<file path="src/mips_pkg.sv">
package mips_pkg;

    localparam int addr_w     = 32;
    localparam int pfn_w      = 20;
    localparam int page_off_w = 12;

    localparam logic [2:0] cattr_cached = 3'd3;  // cacheable, noncoherent

    // vaddr[31:29] of the unmapped kernel segments
    localparam logic [2:0] seg_kseg0 = 3'b100;
    localparam logic [2:0] seg_kseg1 = 3'b101;

    typedef enum logic [4:0] {
        exc_int  = 5'd0,
        exc_mod  = 5'd1,
        exc_tlbl = 5'd2,
        exc_tlbs = 5'd3,
        exc_adel = 5'd4,
        exc_ades = 5'd5,
        exc_ov   = 5'd12,
        exc_tr   = 5'd13
    } exc_code_e;

    // winning exception of one request
    typedef struct packed {
        logic              valid;
        exc_code_e         code;
        logic              tlb_refill;  // selects the refill vector later on
        logic [addr_w-1:0] badvaddr;
    } exc_info_t;

endpackage

</file>
<file path="src/mem_pkg.sv">
package mem_pkg;

    localparam int strb_w = mips_pkg::addr_w / 8;

    typedef enum logic [3:0] {
        op_none = 4'd0,
        op_lb,
        op_lbu,
        op_lh,
        op_lhu,
        op_lw,
        op_ll,
        op_sb,
        op_sh,
        op_sw,
        op_swl,
        op_swr,
        op_sc
    } mem_op_e;

    typedef struct packed {
        mem_op_e                     op;
        logic [mips_pkg::addr_w-1:0] vaddr;
        logic [mips_pkg::addr_w-1:0] pc;
        logic [mips_pkg::addr_w-1:0] rt_data;
        logic                        interrupt;
        logic                        overflow;
        logic                        trap;
        logic                        prior_exc_valid;  // raised in an earlier stage
        mips_pkg::exc_code_e         prior_exc_code;
        logic                        prior_refill;
    } mem_req_t;

    typedef struct packed {
        logic                        found;
        logic                        valid;
        logic                        dirty;
        logic [mips_pkg::pfn_w-1:0]  pfn;
        logic [2:0]                  cattr;
    } tlb_result_t;

    typedef struct packed {
        logic [mips_pkg::addr_w-1:0] paddr;
        logic                        uncached;
        logic                        mem_en;
        logic                        is_write;
        logic [strb_w-1:0]           wstrb;
        logic [mips_pkg::addr_w-1:0] wdata;
        logic                        sc_result;
        mips_pkg::exc_info_t         exc;
    } mem_rsp_t;

    function automatic logic is_load(mem_op_e op);
        return op inside {op_lb, op_lbu, op_lh, op_lhu, op_lw, op_ll};
    endfunction

    // sc counts as a store
    function automatic logic is_store(mem_op_e op);
        return op inside {op_sb, op_sh, op_sw, op_swl, op_swr, op_sc};
    endfunction

endpackage

</file>
<file path="src/addr_translate.sv">
`timescale 1ns/1ps

module addr_translate (
    input  logic [mips_pkg::addr_w-1:0] vaddr,
    input  mem_pkg::tlb_result_t        tlb,
    input  logic [2:0]                  k0_cattr,
    output logic                        mapped,
    output logic                        uncached,
    output logic [mips_pkg::addr_w-1:0] paddr
);

    logic kseg0;
    logic kseg1;

    assign kseg0 = (vaddr[31:29] == mips_pkg::seg_kseg0);
    assign kseg1 = (vaddr[31:29] == mips_pkg::seg_kseg1);

    // kuseg, ksseg and kseg3 go through the tlb
    assign mapped = ~vaddr[31] | (vaddr[31:30] == 2'b11);

    always_comb begin
        if (mapped) begin
            paddr = {tlb.pfn, vaddr[mips_pkg::page_off_w-1:0]};
        end else begin
            paddr = {3'b000, vaddr[28:0]};  // strip segment bits
        end
    end

    assign uncached = kseg1
                    | (kseg0 & (k0_cattr != mips_pkg::cattr_cached))
                    | (mapped & (tlb.cattr != mips_pkg::cattr_cached));

endmodule

</file>
<file path="src/exc_detect.sv">
`timescale 1ns/1ps

module exc_detect (
    input  mem_pkg::mem_req_t    req,
    input  mem_pkg::tlb_result_t tlb,
    input  logic                 mapped,
    output mips_pkg::exc_info_t  exc
);

    logic ld;
    logic st;
    logic adel;
    logic ades;
    logic tlb_chk;
    logic tlb_miss;
    logic tlb_inv;
    logic tlb_mod;

    assign ld = mem_pkg::is_load(req.op);
    assign st = mem_pkg::is_store(req.op);

    // swl/swr are unaligned by design, never checked
    assign adel = ((req.op inside {mem_pkg::op_lh, mem_pkg::op_lhu}) & req.vaddr[0])
                | ((req.op inside {mem_pkg::op_lw, mem_pkg::op_ll}) & (req.vaddr[1:0] != 2'b00));
    assign ades = ((req.op == mem_pkg::op_sh) & req.vaddr[0])
                | ((req.op inside {mem_pkg::op_sw, mem_pkg::op_sc}) & (req.vaddr[1:0] != 2'b00));

    assign tlb_chk  = (ld | st) & mapped;
    assign tlb_miss = tlb_chk & ~tlb.found;                // refill
    assign tlb_inv  = tlb_chk & tlb.found & ~tlb.valid;
    assign tlb_mod  = tlb_chk & st & tlb.found & tlb.valid & ~tlb.dirty;

    // highest priority first
    always_comb begin
        exc = '0;
        if (req.interrupt) begin
            exc.valid = 1'b1;
            exc.code  = mips_pkg::exc_int;
        end else if (req.prior_exc_valid) begin
            exc.valid      = 1'b1;
            exc.code       = req.prior_exc_code;
            exc.tlb_refill = req.prior_refill;
            exc.badvaddr   = req.pc;  // earlier-stage faults report the pc
        end else if (req.overflow) begin
            exc.valid = 1'b1;
            exc.code  = mips_pkg::exc_ov;
        end else if (req.trap) begin
            exc.valid = 1'b1;
            exc.code  = mips_pkg::exc_tr;
        end else if (ades) begin
            exc.valid    = 1'b1;
            exc.code     = mips_pkg::exc_ades;
            exc.badvaddr = req.vaddr;
        end else if (adel) begin
            exc.valid    = 1'b1;
            exc.code     = mips_pkg::exc_adel;
            exc.badvaddr = req.vaddr;
        end else if (tlb_miss | tlb_inv) begin
            exc.valid      = 1'b1;
            exc.code       = st ? mips_pkg::exc_tlbs : mips_pkg::exc_tlbl;
            exc.tlb_refill = tlb_miss;
            exc.badvaddr   = req.vaddr;
        end else if (tlb_mod) begin
            exc.valid    = 1'b1;
            exc.code     = mips_pkg::exc_mod;
            exc.badvaddr = req.vaddr;
        end
    end

endmodule

</file>
<file path="src/ll_sc_monitor.sv">
`timescale 1ns/1ps

module ll_sc_monitor (
    input  logic              clk,
    input  logic              arst_n,
    input  logic              req_valid,
    input  mem_pkg::mem_req_t req,
    input  logic              exc_valid,
    output logic              sc_ok
);

    logic                        link_bit;
    logic [mips_pkg::addr_w-1:0] link_addr;

    always_ff @(posedge clk or negedge arst_n) begin
        if (!arst_n) begin
            link_bit <= 1'b0;
        end else if (req_valid) begin
            if (exc_valid) begin
                link_bit <= 1'b0;
            end else if (req.op == mem_pkg::op_ll) begin
                link_bit <= 1'b1;
            end else if (req.op == mem_pkg::op_sc) begin
                link_bit <= 1'b0;  // pass or fail, one shot
            end
        end
    end

    always_ff @(posedge clk) begin
        if (req_valid && !exc_valid && req.op == mem_pkg::op_ll) begin
            link_addr <= req.vaddr;
        end
    end

    assign sc_ok = (req.op == mem_pkg::op_sc) & link_bit & (link_addr == req.vaddr);

endmodule

</file>
<file path="src/store_align.sv">
`timescale 1ns/1ps

module store_align (
    input  mem_pkg::mem_op_e              op,
    input  logic [1:0]                    byte_off,
    input  logic [mips_pkg::addr_w-1:0]   rt_data,
    output logic [mem_pkg::strb_w-1:0]    wstrb_pat,
    output logic [mips_pkg::addr_w-1:0]   wdata
);

    always_comb begin
        wstrb_pat = '0;
        wdata     = rt_data;
        case (op)
            mem_pkg::op_sb: begin
                wstrb_pat = 4'b0001 << byte_off;
                wdata     = {4{rt_data[7:0]}};
            end
            mem_pkg::op_sh: begin
                wstrb_pat = byte_off[1] ? 4'b1100 : 4'b0011;
                wdata     = {2{rt_data[15:0]}};
            end
            mem_pkg::op_sw, mem_pkg::op_sc: begin
                wstrb_pat = 4'b1111;
            end
            mem_pkg::op_swl: begin  // high bytes of rt into the low end of the word
                case (byte_off)
                    2'b00: begin
                        wstrb_pat = 4'b0001;
                        wdata     = {4{rt_data[31:24]}};
                    end
                    2'b01: begin
                        wstrb_pat = 4'b0011;
                        wdata     = {2{rt_data[31:16]}};
                    end
                    2'b10: begin
                        wstrb_pat = 4'b0111;
                        wdata     = {8'b0, rt_data[31:8]};
                    end
                    default: wstrb_pat = 4'b1111;
                endcase
            end
            mem_pkg::op_swr: begin
                case (byte_off)
                    2'b00: wstrb_pat = 4'b1111;
                    2'b01: begin
                        wstrb_pat = 4'b1110;
                        wdata     = {rt_data[23:0], 8'b0};
                    end
                    2'b10: begin
                        wstrb_pat = 4'b1100;
                        wdata     = {2{rt_data[15:0]}};
                    end
                    default: begin
                        wstrb_pat = 4'b1000;
                        wdata     = {4{rt_data[7:0]}};
                    end
                endcase
            end
            default: ;  // loads and none write nothing
        endcase
    end

endmodule

</file>
<file path="src/mem_resp_reg.sv">
`timescale 1ns/1ps

module mem_resp_reg (
    input  logic                        clk,
    input  logic                        arst_n,
    input  logic                        req_valid,
    input  mem_pkg::mem_op_e            op,
    input  logic [mips_pkg::addr_w-1:0] paddr,
    input  logic                        uncached,
    input  mips_pkg::exc_info_t         exc,
    input  logic                        sc_ok,
    input  logic [mem_pkg::strb_w-1:0]  wstrb_pat,
    input  logic [mips_pkg::addr_w-1:0] wdata,
    output logic                        rsp_valid,
    output mem_pkg::mem_rsp_t           rsp
);

    logic              is_sc;
    mem_pkg::mem_rsp_t rsp_d;

    assign is_sc = (op == mem_pkg::op_sc);

    always_comb begin
        rsp_d.paddr     = paddr;
        rsp_d.uncached  = uncached;
        rsp_d.is_write  = mem_pkg::is_store(op) & (~is_sc | sc_ok);
        rsp_d.mem_en    = (op != mem_pkg::op_none) & ~exc.valid & ~(is_sc & ~sc_ok);
        rsp_d.wstrb     = rsp_d.is_write ? wstrb_pat : '0;
        rsp_d.wdata     = wdata;
        rsp_d.sc_result = is_sc & sc_ok;  // goes back to rt
        rsp_d.exc       = exc;
    end

    always_ff @(posedge clk or negedge arst_n) begin
        if (!arst_n) begin
            rsp_valid <= 1'b0;
        end else begin
            rsp_valid <= req_valid;
        end
    end

    always_ff @(posedge clk) begin
        if (req_valid) begin
            rsp <= rsp_d;
        end
    end

endmodule

</file>
<file path="src/mem_stage_top.sv">
`timescale 1ns/1ps

module mem_stage_top (
    input  logic                 clk,
    input  logic                 arst_n,
    input  logic                 req_valid,
    input  mem_pkg::mem_req_t    req,
    input  mem_pkg::tlb_result_t tlb,
    input  logic [2:0]           k0_cattr,  // config.k0
    output logic                 rsp_valid,
    output mem_pkg::mem_rsp_t    rsp
);

    logic                        mapped;
    logic                        uncached;
    logic [mips_pkg::addr_w-1:0] paddr;
    mips_pkg::exc_info_t         exc;
    logic                        sc_ok;
    logic [mem_pkg::strb_w-1:0]  wstrb_pat;
    logic [mips_pkg::addr_w-1:0] wdata;

    addr_translate u_addr_translate (
        .vaddr    (req.vaddr),
        .tlb      (tlb),
        .k0_cattr (k0_cattr),
        .mapped   (mapped),
        .uncached (uncached),
        .paddr    (paddr)
    );

    exc_detect u_exc_detect (
        .req    (req),
        .tlb    (tlb),
        .mapped (mapped),
        .exc    (exc)
    );

    ll_sc_monitor u_ll_sc_monitor (
        .clk       (clk),
        .arst_n    (arst_n),
        .req_valid (req_valid),
        .req       (req),
        .exc_valid (exc.valid),
        .sc_ok     (sc_ok)
    );

    store_align u_store_align (
        .op        (req.op),
        .byte_off  (req.vaddr[1:0]),
        .rt_data   (req.rt_data),
        .wstrb_pat (wstrb_pat),
        .wdata     (wdata)
    );

    mem_resp_reg u_mem_resp_reg (
        .clk       (clk),
        .arst_n    (arst_n),
        .req_valid (req_valid),
        .op        (req.op),
        .paddr     (paddr),
        .uncached  (uncached),
        .exc       (exc),
        .sc_ok     (sc_ok),
        .wstrb_pat (wstrb_pat),
        .wdata     (wdata),
        .rsp_valid (rsp_valid),
        .rsp       (rsp)
    );

endmodule

</file>
<file path="config.mk">
export PLATFORM = sky130hd
export DESIGN_NAME = mem_stage_top
export DESIGN_NICKNAME = d
export VERILOG_FILES = /design/src/mips_pkg.sv /design/src/mem_pkg.sv /design/src/addr_translate.sv /design/src/exc_detect.sv /design/src/ll_sc_monitor.sv /design/src/store_align.sv /design/src/mem_resp_reg.sv /design/src/mem_stage_top.sv
export SDC_FILE = /design/constraint.sdc
export NUM_CORES = 1
export LEC_CHECK = 0
export BUFFER_PORTS_ARGS = -buffer_cell sky130_fd_sc_hd__buf_2
export CAP_MARGIN = 5
export CELL_PAD_IN_SITES_DETAIL_PLACEMENT = 1
export CELL_PAD_IN_SITES_GLOBAL_PLACEMENT = 2
export CORE_MARGIN = 2
export CORE_UTILIZATION = 30
export CTS_BUF_LIST = sky130_fd_sc_hd__clkbuf_8
export DETAILED_ROUTE_END_ITERATION = 7
export PLACE_DENSITY_LB_ADDON = 0.08
export SETUP_SLACK_MARGIN = 0.02
export SYNTH_ARGS = -nofsm -noshare
export SYNTH_HDL_FRONTEND = slang
export SYNTH_HIERARCHICAL = 1
export SYNTH_SLANG_ARGS = --single-unit
</file>
<file path="constraint.sdc">
create_clock -name clk -period 1.8 [get_ports clk]
set_clock_uncertainty 0.1 [all_clocks]
set_input_delay 0.18 -clock clk [delete_from_list [all_inputs] [get_ports clk]]
set_output_delay 0.18 -clock clk [all_outputs]
set_load 0.02 [all_outputs]
</file>
==> summary.log <==
[logic_synthesis] top post-synthesis cells by area sky130_fd_sc_hd__edfxtp_1, sky130_fd_sc_hd__a22o_1, sky130_fd_sc_hd__xor2_1
[routing] DRC violations left 0
[flow_run] max-cap violation count 0
[timing] total count of max-transition violations in the final report 0
[global_routing] maximum number of pins on one net before global-route repair 44
[global_routing] combined global-route utilization of all metal layers 20.0%
[cells_and_area] Util after Layout 46.5%
[global_routing] vias in the first global route 6962
[worst_setup_path] required time of the critical path 2.02 ns
[cells_and_area] fillers 2694
[floorplanning] vertical die dimension 162 um
[global_routing] total congestion overflow 0
[hold_path] number of stages on the worst hold path 2
[cells_and_area] layout net count 1143
[hold_path] type of the tightest min-delay check primary input to flip-flop
[place] number of port buffers 253
[logic_synthesis] largest area contributor in the netlist sky130_fd_sc_hd__edfxtp_1
[worst_setup_path] crit path DAT 2.42 ns
[routing] Via Count 6579
[logic_synthesis] proportion of synthesized chip area in sequential cells 58.3%
[worst_setup_path] worst reg2reg setup slack -0.40 ns
[status] failing checks negative setup slack
[routing] via-per-instance ratio 4.91
[cells_and_area] register cell area after layout 0.00434 mm^2
[routing] total wirelength of the detailed-routed design 26.8 mm
[hold_path] hold wc startpoint req[30]
[routing] DR WL/cell 19.9 um
[timing] Min Clock Period, post-route 2.20 ns
[global_routing] first-pass GRT wire length 40.3 mm
[cells_and_area] area overhead of the layout relative to synthesis 52.0%
[place] Cell Count Post-Placement 1188
[logic_synthesis] Netlist Area Pre-Place 0.00745 mm^2
[hold_path] worst hold endpoint u_mem_resp_reg/rsp[60]
[logic_synthesis] simple-gate portion of the synthesized area 9.05%
[timing] final setup fails 7
[floorplanning] die outline width 162 um
[place] weighted congestion at the end of routability-driven global placement 0.802
[routing] detailed router's first-iteration violation count 381
[logic_synthesis] Post-Synth Adder-Cell Area 0%
[logic_synthesis] most frequent cell after synthesis sky130_fd_sc_hd__edfxtp_1
[worst_setup_path] FF-to-FF End u_mem_resp_reg/rsp[72]
[clock_network] total number of H-tree levels 4
[logic_synthesis] Distinct cells, synth 71
[worst_setup_path] element type at the critical path end flip-flop
[cells_and_area] Non-Filler Instances 1341
[worst_setup_path] crit start category flip-flop
[timing] Hold Violations, Final 0
[worst_setup_path] start-to-end type of the worst setup path flip-flop to flip-flop
[cells_and_area] share of cells above drive strength 1 43.4%
[logic_synthesis] share of the synthesized area in the top cell type 57.6%
[logic_synthesis] EDFF count, synth 143
[logic_synthesis] count of yosys warnings during synthesis 6
[logic_synthesis] fraction of the mapped netlist area in compound gates 17.0%
[status] result of the run complete, but fails checks
[global_routing] number of antenna violations at the first check in global routing 2
[floorplanning] area of the die 0.0261 mm^2
[timing] worst hold slack 0.0452 ns
[floorplanning] Top-Level Pins 254
[cells_and_area] Multi-input gate area 0.00279 mm^2
[logic_synthesis] async set-reset flop share out of synthesis 1.38%
[logic_synthesis] number of register bits inferred by synthesis 145
[routing] remaining number of nets flagged by the antenna check after routing 0
[logic_synthesis] mean instance size in the synthesized netlist 13.4 um^2
[pwr] Leak 0.00471 uW
[worst_setup_path] cell count of the worst reg-to-reg path 9
[timing] highest clock rate 455 MHz
[place] worst setup slack after placement -0.444 ns
[logic_synthesis] dominant combinational cell family by area after synthesis compound AO/OA/AOI/OAI gates
[clock_network] source-to-sink clock delay at the later pin of the worst-skew pair 0.44 ns
[clock_network] clock edge transition at the registers on the reported setup and hold paths 0.10 ns
[logic_synthesis] most instantiated cells after synthesis sky130_fd_sc_hd__edfxtp_1, sky130_fd_sc_hd__a22o_1, sky130_fd_sc_hd__o21ai_0
[floorplanning] placeable core area 0.0244 mm^2
[floorplanning] number of cell rows 57
[logic_synthesis] synthesized net count 698
[worst_setup_path] Worst Path Max Fanout 5
[place] Final HPWL DP 19.0 mm
[timing] actual transition at the worst max-transition pin 0.626 ns
[worst_setup_path] startpoint of the worst-slack reg-to-reg timing path u_ll_sc_monitor/link_addr[24]
[clock_network] number of clock sinks 145
[clock_network] Clk Tree Root Cell sky130_fd_sc_hd__clkbuf_8
[floorplanning] initial core utilization 30.6%
[logic_synthesis] post-synthesis mux area share 7.15%
[timing] Max-Slew Margin vs Limit 57.2%
[logic_synthesis] number of instances in the synthesized netlist 556
[pwr] Pwr Density 734 mW/mm^2
[timing] ratio of final minimum period to clock period 122%
[clock_network] deepest clock path buffer count 2
[routing] count of TritonRoute iterations in the first routing pass 4
[clock_network] CTS Buf Count 17
[timing] Setup WS post-layout -0.399 ns
[logic_synthesis] most instantiated flip-flop cell in the synthesis netlist sky130_fd_sc_hd__edfxtp_1
[pwr] post-route total power 8320 uW
[pwr] worst-case vdd ir drop 0.000348 V
[timing] setup repair after global routing missed its margin yes
[logic_synthesis] XOR/XNOR Fraction of Synth Area 3.64%
[clock_network] clock tree from TritonCTS done
-- metrics by stage --
stage	area, um^2	setup TNS (ns)
finish	11300	-2.56
global route	11300	-3.48
CTS	11200	-2.64
detailed placement	9720	-27.38
global placement	9720	-25.78
floorplan	7470	-24.52
-- registers in the layout, indices dropped and copies added, names as in the netlist --
register	flops
u_ll_sc_monitor/link_bit	1
u_mem_resp_reg/rsp	111
u_ll_sc_monitor/link_addr	32
u_mem_resp_reg/rsp_valid	1
-- final cells by class --
type / instances / area share, %
Sequential cell: 145 / 38.3
Timing Repair Buffer: 473 / 29.6
Clock inverter: 15 / 1.23
Inverter: 14 / 0.464
Tap cell: 324 / 3.58
Clock buffer: 17 / 2.06
Multi-Input combinational cell: 350 / 24.6
Antenna cell: 3 / 0.0662
-- what timing repair did --
item	4_1_cts	5_1_grt
pin swaps	5	5
hold buffers	112	0
hold endpoints to repair	120	0
resized for setup	2	6
setup buffers	1	3
gates cloned	0	2
endpoints found under the setup margin	7	39
-- worst max path at each step --
stage / from / cells after the start / end
finish: u_ll_sc_monitor/link_addr[24] / 9 / u_mem_resp_reg/rsp[72]
global route: u_ll_sc_monitor/link_addr[29] / 9 / u_mem_resp_reg/rsp[75]
CTS: u_ll_sc_monitor/link_addr[29] / 9 / u_mem_resp_reg/rsp[72]
detailed placement: u_ll_sc_monitor/link_addr[16] / 9 / u_mem_resp_reg/rsp[75]
global placement: u_ll_sc_monitor/link_addr[16] / 9 / u_mem_resp_reg/rsp[74]
floorplan: req[108] / 6 / u_ll_sc_monitor/link_addr[0]
-- layer usage --
metal | GRT usage [%] | vias up | share of wire, %
met5 | 0 | - | 0.041
met4 | 5.23 | 2 | 1.3
met3 | 3.54 | 27 | 4.6
met2 | 35.2 | 190 | 51
met1 | 25.4 | 3275 | 43
li1 | - | 3085 | -
-- cell families (layout without fill, tap and decap cells) --
group	count (synthesis)	in the layout
AOI/OAI and AO/OA	169	169
DFF	145	145
xor gates and xnor gates	31	31
buffers and inverters	61	519
muxes	41	41
other	0	3
and+or+nand+nor	109	109
-- critical path: stages, from the launching register on --
cell                       delay [ns]
sky130_fd_sc_hd__edfxtp_1        0.39
sky130_fd_sc_hd__xor2_1          0.15
sky130_fd_sc_hd__nor4_1          0.28
sky130_fd_sc_hd__buf_4           0.17
sky130_fd_sc_hd__nand3_2         0.07
sky130_fd_sc_hd__nor4_2          0.29
sky130_fd_sc_hd__buf_4           0.17
sky130_fd_sc_hd__and4bb_1        0.19
sky130_fd_sc_hd__a211o_1         0.14
sky130_fd_sc_hd__and2_1          0.14
-- layout by cell type, fill, tap and decap left out, types with 5 or more instances in the layout --
master,Yosys,routed
sky130_fd_sc_hd__a21oi_1,28,28
sky130_fd_sc_hd__a221o_1,8,8
sky130_fd_sc_hd__a22o_1,47,47
sky130_fd_sc_hd__and2_1,5,5
sky130_fd_sc_hd__buf_12,0,10
sky130_fd_sc_hd__buf_2,14,251
sky130_fd_sc_hd__buf_4,15,96
sky130_fd_sc_hd__clkbuf_8,0,17
sky130_fd_sc_hd__dlygate4sd3_1,0,112
sky130_fd_sc_hd__edfxtp_1,143,143
sky130_fd_sc_hd__inv_1,14,14
sky130_fd_sc_hd__inv_8,0,6
sky130_fd_sc_hd__mux2_2,18,18
sky130_fd_sc_hd__mux2i_1,15,15
sky130_fd_sc_hd__mux4_2,8,8
sky130_fd_sc_hd__nand2_1,22,22
sky130_fd_sc_hd__nand3_1,7,5
sky130_fd_sc_hd__nor2_1,19,19
sky130_fd_sc_hd__nor2b_1,10,9
sky130_fd_sc_hd__o21ai_0,31,30
sky130_fd_sc_hd__xor2_1,28,28
-- report_power, final --
group,switching [uW],internal [uW]
Combinational,991,816
Sequential,53.6,3960
Clock,1470,1030
Note: power is estimated with default switching activity, not from simulation.
